[config.mk]
export PLATFORM = sky130hd
export DESIGN_NAME = icache_ctrl
export DESIGN_NICKNAME = d
export VERILOG_FILES = /design/src/logic/icache_pkg.sv /design/src/logic/icache_ctrl.sv
export SDC_FILE = /design/constraint.sdc
export NUM_CORES = 1
export LEC_CHECK = 0
export ABC_AREA = 1
export BUFFER_PORTS_ARGS = -buffer_cell sky130_fd_sc_hd__buf_2
export CAP_MARGIN = 30
export CORE_AREA = 2 2 297 299
export DETAILED_ROUTE_END_ITERATION = 8
export DIE_AREA = 0 0 299 301
export PLACE_DENSITY_LB_ADDON = 0.12
export SYNTH_ARGS = -nofsm -noshare
export SYNTH_HDL_FRONTEND = slang
export SYNTH_SLANG_ARGS = --single-unit
[constraint.sdc]
create_clock -name clk -period 5.64 [get_ports clk]
set_input_delay 1.128 -clock clk [delete_from_list [all_inputs] [get_ports clk]]
set_output_delay 1.128 -clock clk [all_outputs]
set_load 0.03 [all_outputs]
[src/logic/icache_pkg.sv]
// icache geometry constants, width types, port structs, controller states, address helpers
`default_nettype none

package icache_pkg;

    //////////////////////////////
    // geometry
    //////////////////////////////
    localparam int ADDR_W         = 32;
    localparam int WORD_W         = 32;
    localparam int BYTE_OFF_W     = 2;
    localparam int OFFSET_W       = 2;
    localparam int INDEX_W        = 4;
    localparam int NUM_SETS       = 1 << INDEX_W;
    localparam int NUM_WAYS       = 2;
    localparam int WORDS_PER_LINE = 1 << OFFSET_W;
    localparam int LINE_W         = WORD_W * WORDS_PER_LINE;
    localparam int LINE_OFF_W     = OFFSET_W + BYTE_OFF_W;
    // tag starts above the word offset, so it overlaps the top index bits
    localparam int TAG_W          = ADDR_W - INDEX_W - OFFSET_W;

    // maintenance register bits
    localparam int CFG_W          = 2;
    localparam int CFG_ENABLE_BIT = 0;
    localparam int CFG_INVAL_BIT  = 1;

    //////////////////////////////
    // types
    //////////////////////////////
    typedef logic [ADDR_W-1:0]   addr_t;
    typedef logic [WORD_W-1:0]   word_t;
    typedef logic [2*WORD_W-1:0] pair_t;
    typedef logic [LINE_W-1:0]   line_t;
    typedef logic [TAG_W-1:0]    tag_t;
    typedef logic [INDEX_W-1:0]  index_t;
    typedef logic [OFFSET_W-1:0] offset_t;

    typedef struct packed {
        addr_t pc;
    } fetch_req_t;

    typedef struct packed {
        pair_t data;
        addr_t pc;
        logic  second_valid;
    } fetch_rsp_t;

    // line aligned, low LINE_OFF_W bits are zero
    typedef struct packed {
        addr_t addr;
    } mem_req_t;

    typedef enum logic [2:0] {
        idle,
        lookup,
        refill,
        uncached,
        sweep
    } ctrl_state_t;

    //////////////////////////////
    // address fields
    //////////////////////////////
    function automatic index_t pc_index(addr_t pc);
        return pc[LINE_OFF_W +: INDEX_W];
    endfunction

    function automatic offset_t pc_offset(addr_t pc);
        return pc[BYTE_OFF_W +: OFFSET_W];
    endfunction

    function automatic tag_t pc_tag(addr_t pc);
        return pc[ADDR_W-1 -: TAG_W];
    endfunction

    function automatic addr_t line_base(addr_t pc);
        return {pc[ADDR_W-1:LINE_OFF_W], {LINE_OFF_W{1'b0}}};
    endfunction

endpackage

`default_nettype wire
[src/logic/icache_ctrl.sv]
// request buffer, lookup/refill/uncached/sweep FSM, victim choice, word select, response register
`timescale 1ns/1ns
`default_nettype none

module icache_ctrl import icache_pkg::*; (
    input  wire logic                clk,
    input  wire logic                rst_n,
    input  wire logic                fetch_req_valid,
    input  wire fetch_req_t          fetch_req,
    output logic                     fetch_rsp_valid,
    output fetch_rsp_t               fetch_rsp,
    output logic                     busy,
    input  wire logic                enable,
    input  wire logic                inval_pending,
    output logic                     sweep_done,
    output index_t                   rd_index,
    output tag_t                     cmp_tag,
    input  wire logic [NUM_WAYS-1:0] hit,
    input  wire logic [NUM_WAYS-1:0] valid,
    input  wire line_t               rd_line0,
    input  wire line_t               rd_line1,
    output logic [NUM_WAYS-1:0]      wr_en,
    output index_t                   wr_index,
    output tag_t                     wr_tag,
    output line_t                    wr_line,
    output logic                     clr_en,
    output index_t                   clr_index,
    output index_t                   lru_index,
    output logic                     lru_touch,
    output logic                     lru_touched_way,
    input  wire logic                lru_victim,
    output logic                     mem_req_valid,
    output mem_req_t                 mem_req,
    input  wire logic                mem_rsp_valid,
    input  wire line_t               mem_rsp_data
);

    ctrl_state_t state;
    addr_t       req_pc;
    logic        req_cached;
    logic        fill_way;
    index_t      sweep_idx;

    logic        accept;
    logic        hit_any;
    logic        load_hit;
    logic        load_mem;
    logic        fill_done;
    logic        victim_way;
    line_t       src_line;

    // word pair at the offset, odd offsets give one word
    function automatic pair_t select_pair(line_t line, offset_t off);
        word_t lo;
        word_t hi;
        lo = line[off*WORD_W +: WORD_W];
        hi = line[offset_t'({off[1], 1'b1})*WORD_W +: WORD_W];
        if (off[0]) begin
            hi = '0;
        end
        return {hi, lo};
    endfunction

    //////////////////////////////
    // decode
    //////////////////////////////
    assign accept    = (state == idle) && !inval_pending && fetch_req_valid;
    assign hit_any   = |hit;
    assign load_hit  = (state == lookup) && req_cached && hit_any;
    assign load_mem  = ((state == refill) || (state == uncached)) && mem_rsp_valid;
    assign fill_done = (state == refill) && mem_rsp_valid;

    // way 0 if free, then way 1, then the LRU way
    assign victim_way = !valid[0] ? 1'b0 : (!valid[1] ? 1'b1 : lru_victim);

    assign src_line = (state == lookup) ? (hit[1] ? rd_line1 : rd_line0) : mem_rsp_data;

    // array read at the incoming PC while idle, else hold the buffered set
    assign rd_index = (state == idle) ? pc_index(fetch_req.pc) : pc_index(req_pc);
    assign cmp_tag  = pc_tag(req_pc);

    //////////////////////////////
    // FSM
    //////////////////////////////
    always_ff @(posedge clk) begin
        if (!rst_n) begin
            state           <= idle;
            fetch_rsp_valid <= 1'b0;
            mem_req_valid   <= 1'b0;
            sweep_idx       <= '0;
        end else begin
            fetch_rsp_valid <= 1'b0;
            mem_req_valid   <= 1'b0;
            case (state)
                idle: begin
                    if (inval_pending) begin
                        state     <= sweep;
                        sweep_idx <= '0;
                    end else if (fetch_req_valid) begin
                        state <= lookup;
                    end
                end
                lookup: begin
                    if (!req_cached) begin
                        state         <= uncached;
                        mem_req_valid <= 1'b1;
                    end else if (hit_any) begin
                        state           <= idle;
                        fetch_rsp_valid <= 1'b1;
                    end else begin
                        state         <= refill;
                        mem_req_valid <= 1'b1;
                    end
                end
                refill, uncached: begin
                    if (mem_rsp_valid) begin
                        state           <= idle;
                        fetch_rsp_valid <= 1'b1;
                    end
                end
                sweep: begin
                    sweep_idx <= sweep_idx + 1'b1;
                    if (sweep_done) begin
                        state <= idle;
                    end
                end
                default: begin
                    state <= idle;
                end
            endcase
        end
    end

    // request buffer, enable sampled once per fetch
    always_ff @(posedge clk) begin
        if (accept) begin
            req_pc     <= fetch_req.pc;
            req_cached <= enable;
        end
        if ((state == lookup) && !hit_any) begin
            fill_way <= victim_way;
        end
    end

    // response register
    always_ff @(posedge clk) begin
        if (load_hit || load_mem) begin
            fetch_rsp <= '{
                data:         select_pair(src_line, pc_offset(req_pc)),
                pc:           req_pc,
                second_valid: ~req_pc[BYTE_OFF_W]
            };
        end
    end

    //////////////////////////////
    // array, LRU and memory side
    //////////////////////////////
    assign wr_en    = fill_done ? (fill_way ? 2'b10 : 2'b01) : '0;
    assign wr_index = pc_index(req_pc);
    assign wr_tag   = pc_tag(req_pc);
    assign wr_line  = mem_rsp_data;

    assign clr_en     = (state == sweep);
    assign clr_index  = sweep_idx;
    assign sweep_done = (state == sweep) && (sweep_idx == index_t'(NUM_SETS - 1));

    assign lru_index       = pc_index(req_pc);
    assign lru_touch       = load_hit || fill_done;
    assign lru_touched_way = (state == lookup) ? hit[1] : fill_way;

    assign mem_req = '{addr: line_base(req_pc)};

    // pending invalidate holds off new fetches
    assign busy = (state != idle) || inval_pending;

endmodule

`default_nettype wire

## Yosys cells after proc, flatten, opt, wreduce, memory -nomap -nowiden

Cells that the tools add are included.

- Output and inout port bits: 334
- RAM bits: 0
- Logic and storage cells: 68
- Latch bits: 0
- ROM bits: 0
- Memories: 0
- Input bits: 427
- Flip-flop bits (word level): 140

- Reduce and logical (&&, ||, !) cells: 22
- Magnitude comparators: 0
- $add $sub $neg: 1
- Bitwise logic cells: 1
- Multiplexer cells: 22
- Shift operators: 2
- Equal/unequal tests: 9
- Multiply operators: 0
- Div/mod/pow operators: 0

Operators with widths:

| kind | count |
|---|---|
| 128-bit 2-to-1 mux | 2 |
| 128-bit by 8-bit variable part select with 32-bit output | 2 |
| 3-bit 2-to-1 mux | 4 |
| 3-bit case mux with 4 select lines | 1 |
| 1-bit logical AND | 8 |
| 2-bit 2-to-1 mux | 4 |
| 4-bit 2-to-1 mux | 2 |
| 4-bit case mux with 2 select lines | 1 |
| 1-bit 2-to-1 mux | 7 |
| 3-bit by 2-bit == test with 1-bit output (second input constant) | 2 |
| 2-bit inequality test (second input constant) | 3 |
| 4-bit by 1-bit adder with 4-bit output (second input constant) | 1 |
| 4-bit == test (second input constant) | 1 |
| 1-bit logical OR | 4 |
| 2-bit AND reduction | 2 |
| 2-bit OR reduction | 2 |
| 3-bit by 1-bit == test with 1-bit output (second input constant) | 1 |
| 3-bit == test (second input constant) | 1 |
| 3-bit logical NOT | 1 |
| 3-bit inequality test (second input constant) | 1 |
| 3-bit AND reduction | 1 |
| 3-bit nonzero test | 1 |
| 1-bit logical NOT | 2 |
| 1-bit case mux with 2 select lines | 1 |
| 2 further kinds | 2 |

## Logic depth before layout (Yosys ltp)

Gate-level depths: netlist of run 1.

- Depth after elaboration: 4
- Gate-level depth with buffers: 10

## Least setup slack after synthesis of run 1

OpenSTA, ideal clock, no wires.

- Path kind: in2reg
- Start point: in hit[1]
- End point: reg fetch_rsp[0] (netlist name), enable pin
- Arrival time: 3.846 ns
- Library setup time: 0.459 ns
- Path buffers: 2
- Stages: 5
- Slack: 1.336 ns
- Cell sequence: buf_4 buf_2 o21ai_0 or2_1 nand2_1

- Longest elaborated chain between the ends: 3

RTL lines:

| item | line | RTL |
|---|---|---|
| start: declaration | icache_ctrl.sv:18 | `input wire logic [NUM_WAYS-1:0] hit,` |
| 2-bit OR reduction | icache_ctrl.sv:68 | `assign hit_any = \|hit;` |
| 1-bit logical AND | icache_ctrl.sv:69 | `assign load_hit = (state == lookup) && req_cached && hit_any;` |
| 1-bit logical OR | icache_ctrl.sv:147 | `if (load_hit \|\| load_mem) begin` |
| end signal: assignment | icache_ctrl.sv:148 | `fetch_rsp <= '{` |
| end: declaration | icache_ctrl.sv:11 | `output fetch_rsp_t fetch_rsp,` |

Every way passes these cells.
A chain may end at the register's enable or synchronous reset.

## Worst setup path after layout of run 1

- Start point: in hit[1]
- End point: out lru_touched_way

- Longest elaborated chain between the ends: 1

RTL lines:

| item | line | RTL |
|---|---|---|
| 1-bit 2-to-1 mux | icache_ctrl.sv:170 | `assign lru_touched_way = (state == lookup) ? hit[1] : fill_way;` |
| end: declaration | icache_ctrl.sv:30 | `output logic lru_touched_way,` |

Every way passes these cells.

==> results of run 1 <==
==> cell usage after synthesis (2+ instances only) <==
cell type	n
inv_2	2
or2_2	25
o211ai_1	61
or2_0	7
edfxtp_1	131
clkbuf_1	22
a31oi_1	32
o21ai_0	5
buf_2	44
a21oi_1	39
nand3b_1	2
nor2_1	10
buf_4	231
inv_1	46
nand2_1	509
o211ai_2	3
dfxtp_1	9
buf_1	2
nand3_1	135
buf_6	2
==> kinds of logic (layout without fill, tap and decap cells) <==
kind of cell	Yosys count	after routing	synth area share [%]
AND/OR/NAND/NOR	693	693	28.19
buffers and inverters	349	851	22.08
flip-flops	140	140	40.42
AO/OA/AOI/OAI	141	141	9.072
adder cells (fa/ha/maj)	1	1	0.1229
XOR/XNOR	1	1	0.08606
other	1	8	0.03684
==> worst max-delay path: cells and delay by family <==
| kind | cells | cell delay, ps |
|---|---|---|
| AOI/OAI and AO/OA | 1 | 360 |
| buffers and inverters | 3 | 1080 |
==> state kept, by name, summed over array words and instances, names as in the netlist <==
| register | count |
|---|---|
| state | 3 |
| mem_req_valid | 1 |
| clr_index | 4 |
| fill_way | 1 |
| req_cached | 1 |
| fetch_rsp | 97 |
| req_pc | 32 |
| fetch_rsp_valid | 1 |
==> power breakdown <==
| group | internal (mW) | total, mW | switching (mW) | leakage, nW |
|---|---|---|---|---|
| registers | 1.28 | 1.33 | 0.0496 | 1.28 |
| clock network | 0.631 | 1.21 | 0.577 | 0.283 |
| logic | 0.421 | 1.54 | 1.12 | 5.17 |
==> cell type report <==
| class | instances | area (µm²) |
|---|---|---|
| well taps | 1155 | 1445 |
| inverters | 48 | 190.2 |
| clock buffers | 17 | 425.4 |
| repair buffers | 771 | 3940 |
| diodes | 4 | 10.01 |
| clock inverters | 15 | 168.9 |
| multi-input cells | 840 | 3849 |
| fillers | 10080 | 72340 |
| flip-flops and latches | 140 | 4114 |
==> worst max path at each step <==
stage / startpoint / endpoint / slack (ps) / cells past startpoint
after global placement: hit[1] / lru_touched_way / 1890 / 4
after detailed placement: hit[1] / lru_touched_way / 1830 / 4
after CTS: state[2]$_SDFFE_PN0P_ / lru_touched_way / 1810 / 6
final: hit[1] / lru_touched_way / 1850 / 4
after global routing: state[1]$_SDFFE_PN0P_ / lru_touched_way / 1680 / 6
after floorplan: hit[1] / fetch_rsp[0]$_DFFE_PP_ / 1340 / 5
==> routing by layer <==
layer	share of wire [%]	vias to the layer above	GRT usage [%]
met3	6.5	49	3.405
met1	43	5095	15.10
met5	0.14	-	0
met2	49	448	20.99
met4	1.4	12	3.036
li1	-	5156	-
==> stage by stage <==
| stage | power, mW | std cells |
|---|---|---|
| after global placement | 2.958 | 2954 |
| after global routing | 4.342 | 2987 |
| final | 4.078 | 2990 |
| after detailed placement | 2.950 | 2954 |
| after CTS | 4.211 | 2986 |
| after floorplan | 2.379 | 1329 |
==> out/results.tsv, run 1 <==
metric	value	unit
CTS tree	built	
kind of capture point of the worst setup path	primary output	
Seq cells post-synth	140	
Post-synth EDFFs	131	
via count	10760	
global placement routability congestion	0.8410	
Post-CTS Resized	0	
Final nets	2246	
min-delay src	req_pc[1]$_DFFE_PP_	
FP Rows	108	
die area	90000	µm²
WHS Path Cells	0	
Max Slew Vio Count	0	
Final Cycle Share	67.23	%
placed cell areas	13540	µm²
share of cells above drive strength 1	45.77	%
cts hold-fix bufs	0	
die width	299	µm
dpl hpwl	45560	µm
Seq/Total Area, Yosys	40.42	%
initial antenna violation count	13	
worst stage delay on the critical path	430	ps
FF-to-FF End	fetch_rsp[61]$_DFFE_PP_	
DR iter-0 viols	531	
final wirelength	57950	µm
fmax	263.7	MHz
Critical R2R Launch	state[2]$_SDFFE_PN0P_	
ANT nets after route	0	
WP data arrival	2660	ps
remaining global-route overflow	0	
buffers added on ports	756	
syn avg cell area	7.676	µm²
Tmin final	3792	ps
Main synth FF type	edfxtp_1	
first-pass GRT wire length	78620	µm
Clock Skew	18.89	ps
Util after Layout	16.35	%
worst skew pair latency	480	ps
Hold WS	436.3	ps
Final Hold Fails	0	
Area Overhead vs Synth	38.94	%
DP Worst Slack	1830	ps
max-cap violation count	0	
CTS H-tree lvls	4	
Initial Util	11.77	%
asr flop ratio synth	0	%
data required time of the worst path	4510	ps
vias in the first global route	10960	
clock buffer depth	2	
distinct cell type count after synthesis	29	
I/O Pins	761	
# setup viols final	0	
Wirelength per Cell	19.38	µm
largest net degree at the start of global routing	88	
most frequent cells in the layout	buf_2, nand2_1, nand3_1, edfxtp_1, o211ai_1	
final worst slack	1848	ps
status	complete, no violations	
Yosys top cell by area	edfxtp_1	
Endpoint, Worst Hold	fetch_rsp[2]$_DFFE_PP_	
worst hold path class	reg2reg	
crit path max-delay cell type	inv_4	
vias per cell	3.599	
clock transition at the registers of the reported paths	60	ps
Post-Layout Inst Area	14140	µm²
Total GRT Usage	12.25	%
VDD IR max	0.1312	mV
DRC errors left	0	
Slew headroom	38.88	%
critical-path cell list	buf_6 -> inv_4 -> o21ai_0 -> buf_2	
Die H	301	µm
CP Launch Type	primary input	
Synth top area share	38.65	%
crit-path max FO	65	
RSZ-0062 raised after global routing	false	
R2R depth	7	
reg2reg setup slack	2970	ps
core area	86480	µm²
critical path type	in2out	
clock sink count	140	
Detailed Routing Iterations Pass 1	4	
CTS buffer count	17	
Syn Std Cell Area	10180	µm²
pwr dens	288.4	nW/µm²
top post-synthesis cells by area	edfxtp_1, nand2_1, buf_4, nand3_1, o211ai_1	
Clock Tree Root	clkbuf_16	
postcts setup bufs	0	
YS warnings	0	
most common cell after layout, fill and taps aside	buf_2	
Mapped Cells	1326	
Leak	6.732	nW
Least-Margin Pin Slew	916.8	ps
Final TNS setup	0	ps
Note: power is estimated with default switching activity, not from simulation.
==> run 2, diff against run 1 <==
CORE_AREA = 2 2 294 296   (was 2 2 297 299)
DIE_AREA = 0 0 296 298   (was 0 0 299 301)
clock period = 3.29 ns   (was 5.64 ns; I/O delays follow)
==> run 2 against run 1 <==
  * Clock power increased by 69%
  * Sequential power up 72%
  * Non-clock buffer count up 14
  * Worst setup slack lost 1200 ps
  * Sequential share of layout area fell by 0.28 points
  * Global-route usage up 0.68 points
  * Highest routed layer unchanged
  * Critical path depth grew 2
  * Largest cell class unchanged
  * Register-to-register slack got worse by 2000 ps
  * Utilization grew 0.47 points
  * Sequential cell count unchanged
  * Routed wire length grew 1.9%
  * Critical path type is now reg2out
==> out/results.tsv, run 2 (synthesized netlist as in run 1, its figures left out) <==
metric	value	unit
status	complete, no violations	
cts hold-fix bufs	0	
crit-path max FO	6	
pwr dens	491.5	nW/µm²
remaining global-route overflow	0	
most frequent cells in the layout	buf_2, nand2_1, nand3_1, edfxtp_1, o211ai_1	
Clock Skew	29.16	ps
FP Rows	107	
via count	10770	
clock sink count	140	
worst stage delay on the critical path	360	ps
die width	296	µm
worst skew pair latency	480	ps
Final Hold Fails	0	
share of cells above drive strength 1	46.18	%
crit path buf inv count	2	
critical path type	reg2out	
initial antenna violation count	15	
clock buffer depth	2	
buffers added on ports	756	
Final Power	7.017	mW
clock transition at the registers of the reported paths	80	ps
Leak	6.817	nW
dpl hpwl	48130	µm
die area	88210	µm²
core area	84880	µm²
global placement routability congestion	0.8270	
I/O Pins	761	
worst hold path class	in2reg	
Tmin final	2663	ps
CTS H-tree lvls	4	
most frequent CP cell	nand2_1	
fmax	375.6	MHz
# setup viols final	0	
Wirelength per Cell	19.74	µm
DRC errors left	0	
CTS buffer count	17	
data required time of the worst path	2630	ps
max reg flops	97	
Detailed Routing Iterations Pass 1	4	
critical-path cell list	nor2_1 -> nand2_1 -> inv_1 -> nand2_1 -> nand2_1 -> buf_2	
largest net degree at the start of global routing	92	
DR iter-0 viols	453	
Area Overhead vs Synth	40.27	%
delay-heaviest family, CP	simple AND/OR/NAND/NOR gates	
most common cell after layout, fill and taps aside	buf_2	
postcts setup bufs	0	
CP Launch Type	flip-flop	
Least-Margin Pin Slew	804.7	ps
RSZ-0062 raised after global routing	false	
Slew headroom	46.35	%
Final Cycle Share	80.93	%
kind of capture point of the worst setup path	primary output	
Die H	298	µm
Hold WS	352.7	ps
Max Slew Vio Count	0	
crit path max-delay cell type	dfxtp_1	
vias in the first global route	11170	
Final nets	2260	
first-pass GRT wire length	80860	µm
Clock Tree Root	clkbuf_16	
Total GRT Usage	12.92	%
WP data arrival	2000	ps
CTS tree	built	
Post-CTS Resized	0	
vias per cell	3.599	
ANT nets after route	0	
Initial Util	11.99	%
Final TNS setup	0	ps
most flop-heavy register	fetch_rsp	
VDD IR max	0.2912	mV
max-cap violation count	0	
final wirelength	59070	µm
-- run 2: cell types whose count changed in the layout (fill, tap and decap cells not counted) --
| cell | before | now |
|---|---|---|
| buf_4 | 12 | 21 |
| buf_12 | 3 | 8 |
| clkinv_2 | 0 | 2 |
| bufinv_16 | 1 | 0 |
| clkinvlp_4 | 3 | 2 |
| nand2_4 | 2 | 1 |
| nand2_8 | 0 | 1 |
-- run 2: cell type report --
cell class | instances | area [µm²]
well taps | 1144 | 1431
inverters | 48 | 186.4
diodes | 4 | 10.01
repair buffers | 785 | 4108
clock buffers | 17 | 425.4
fillers | 9923 | 70600
multi-input cells | 840 | 3857
clock inverters | 15 | 145.1
flip-flops and latches | 140 | 4114
-- run 2: worst paths after layout --
kind	from	cells past startpoint	slack [ps]	end
worst max register to register	req_pc[3]$_DFFE_PP_	7	1010	fetch_rsp[53]$_DFFE_PP_
worst min-delay path	fetch_req[30]	1	350	req_pc[30]$_DFFE_PP_
worst min register to register	req_pc[0]$_DFFE_PP_	0	430	fetch_rsp[1]$_DFFE_PP_
worst max-delay path	state[1]$_SDFFE_PN0P_	6	630	rd_index[2]
-- run 2: stage by stage --
stage	instances	cell area (µm²)	setup slack (ps)	utilization (%)
2_1_floorplan	1329	10190	321.8	-
3_3_place_gp	2957	13700	664.2	16.14
3_5_place_dp	2957	13700	676.8	16.14
4_1_cts	2989	14270	568.4	16.81
5_1_grt	2990	14270	418.9	16.81
6_report	2993	14280	627.3	16.82
-- run 2: metal layers --
metal | vias up | global-route usage (%) | wire [µm]
li1 | 5200 | - | -
met1 | 5122 | 16.82 | 26570
met2 | 413 | 21.52 | 28130
met3 | 31 | 2.954 | 3627
met4 | 6 | 3.042 | 702
met5 | - | 0 | 41
-- run 2: report_power, final --
part / switching (mW) / total (mW) / internal [mW] / leakage (nW)
Clock: 1.03 / 2.04 / 1.01 / 0.278
Sequential: 0.0908 / 2.29 / 2.19 / 1.28
Combinational: 1.92 / 2.70 / 0.771 / 5.26
Total: 3.04 / 7.02 / 3.97 / 6.82
==> run 3, diff against run 2 <==
CORE_AREA = 2 2 297 299   (was 2 2 294 296)
DIE_AREA = 0 0 299 301   (was 0 0 296 298)
clock period = 2.6 ns   (was 3.29 ns; I/O delays follow)
==> run 3 against run 2 <==
  * Register-to-register slack got worse by 430 ps
  * Die area rose by 2.0%
  * Design area rose by 0.80%
  * Critical path depth did not move
  * Worst setup slack got worse by 460 ps
  * Clock power rose by 24%
  * Non-clock buffer count fell by 1
  * Combinational power rose by 28%
  * Cell count rose by 0.27%
  * Hold slack got worse by 150 ps
  * Global-route usage fell by 0.20 points
  * Critical endpoint is now lru_touched_way
  * Largest power group unchanged
  * Highest routed layer unchanged
==> out/results.tsv, run 3 (synthesized netlist as in run 1, its figures left out) <==
metric	value	unit
vias per cell	3.544	
Tmin final	2430	ps
DR iter-0 viols	391	
critical path type	reg2out	
fmax	411.5	MHz
initial antenna violation count	9	
CTS buffer count	17	
clock sink count	140	
most common cell after layout, fill and taps aside	buf_2	
FP Rows	108	
die width	299	µm
Detailed Routing Iterations Pass 1	4	
I/O Pins	761	
Total GRT Usage	12.72	%
first-pass GRT wire length	81120	µm
Final Cycle Share	93.47	%
worst stage delay on the critical path	410	ps
CTS tree	built	
Clock Skew	22.64	ps
Final TNS setup	0	ps
most flop-heavy register	fetch_rsp	
placed cell areas	13800	µm²
kind of capture point of the worst setup path	primary output	
Post-Layout Inst Area	14390	µm²
Clock Tree Root	clkbuf_16	
postcts setup bufs	0	
remaining global-route overflow	0	
clock transition at the registers of the reported paths	80	ps
Initial Util	11.77	%
via count	10640	
DP Worst Slack	276.8	ps
crit-path max FO	14	
die area	90000	µm²
Leak	6.854	nW
share of cells above drive strength 1	46.15	%
WP data arrival	1910	ps
final worst slack	169.7	ps
largest net degree at the start of global routing	85	
Die H	301	µm
# fillers	10090	
DRC errors left	0	
core area	86480	µm²
critical-path cell list	nor2_2 -> nand2_4 -> buf_6 -> nand2_1 -> o21ai_1 -> clkbuf_4	
Final nets	2259	
CTS H-tree lvls	4	
max-cap violation count	0	
Max Slew Vio Count	0	
pwr dens	617.5	nW/µm²
Least-Margin Pin Slew	535.5	ps
clock buffer depth	2	
worst hold path class	in2reg	
status	complete, no violations	
VDD IR max	0.5090	mV
vias in the first global route	10870	
final wirelength	59630	µm
Non-Filler Instances	3001	
dpl hpwl	48460	µm
max reg flops	97	
buffers added on ports	756	
Final Hold Fails	0	
RSZ-0062 raised after global routing	false	
data required time of the worst path	2080	ps
Wirelength per Cell	19.87	µm
Area Overhead vs Synth	41.39	%
Placed Cells	2967	
most frequent cells in the layout	buf_2, nand2_1, nand3_1, edfxtp_1, o211ai_1	
# setup viols final	0	
Slew headroom	63.92	%
CP Launch Type	flip-flop	
global placement routability congestion	0.8427	
worst skew pair latency	490	ps
crit path max-delay cell type	dfxtp_1	
ANT nets after route	0	
==> run 3: timing repair <==
action / 4_1_cts / 5_1_grt
hold buffers: 0 / 0
cloned: 0 / 0
endpoints found under the hold margin: 0 / 0
resized for setup: 1 / 2
setup endpoints to repair: 1 / 1
==> run 3: worst max-delay path: cells and delay by family, from the launching register on <==
| family | cells | cell delay, ps |
|---|---|---|
| compound gates | 1 | 200 |
| buf+inv | 2 | 490 |
| flops | 1 | 410 |
| simple gates | 3 | 320 |
==> run 3: layout make-up <==
type / instances / area [µm²] / share of cell area, %
Sequential cell: 140 / 4114 / 28.59
Tap cell: 1155 / 1445 / 10.04
Antenna cell: 2 / 5.005 / 0.03478
Timing Repair Buffer: 784 / 4207 / 29.23
Clock buffer: 17 / 425.4 / 2.956
Inverter: 48 / 186.4 / 1.295
Multi-Input combinational cell: 840 / 3857 / 26.80
Clock inverter: 15 / 151.4 / 1.052
==> run 3: metal layers <==
| layer | GRT usage [%] | vias to the layer above | wire length (µm) |
|---|---|---|---|
| li1 | - | 5191 | - |
| met1 | 16.52 | 4989 | 26670 |
| met5 | 0 | - | 86 |
| met4 | 2.929 | 12 | 658 |
| met2 | 20.89 | 403 | 28340 |
| met3 | 3.521 | 41 | 3874 |
==> run 3: worst paths after layout <==
| path | to | slack (ps) | depth (start not counted) | from |
|---|---|---|---|---|
| max | lru_touched_way | 170 | 6 | state[1]$_SDFFE_PN0P_ |
| min | req_pc[9]$_DFFE_PP_ | 200 | 1 | fetch_req[9] |
| max reg2reg | fetch_rsp[53]$_DFFE_PP_ | 580 | 8 | state[2]$_SDFFE_PN0P_ |
| min reg2reg | fetch_rsp[2]$_DFFE_PP_ | 430 | 0 | req_pc[1]$_DFFE_PP_ |
==> run 3: power by group <==
group	internal [mW]	leakage, nW	switching, mW
clock network	1.27	0.282	1.25
logic	1.02	5.30	2.44
registers	2.78	1.28	0.118
==> run 3: stage by stage <==
stage | power (mW) | utilization (%) | hold WS (ps)
after floorplan | 5.148 | - | 400.3
after global placement | 6.565 | 15.96 | 414.4
after detailed placement | 6.533 | 15.96 | 411.9
after CTS | 9.185 | 16.63 | 147.2
after global routing | 9.471 | 16.64 | 164.3
final | 8.886 | 16.64 | 203.5
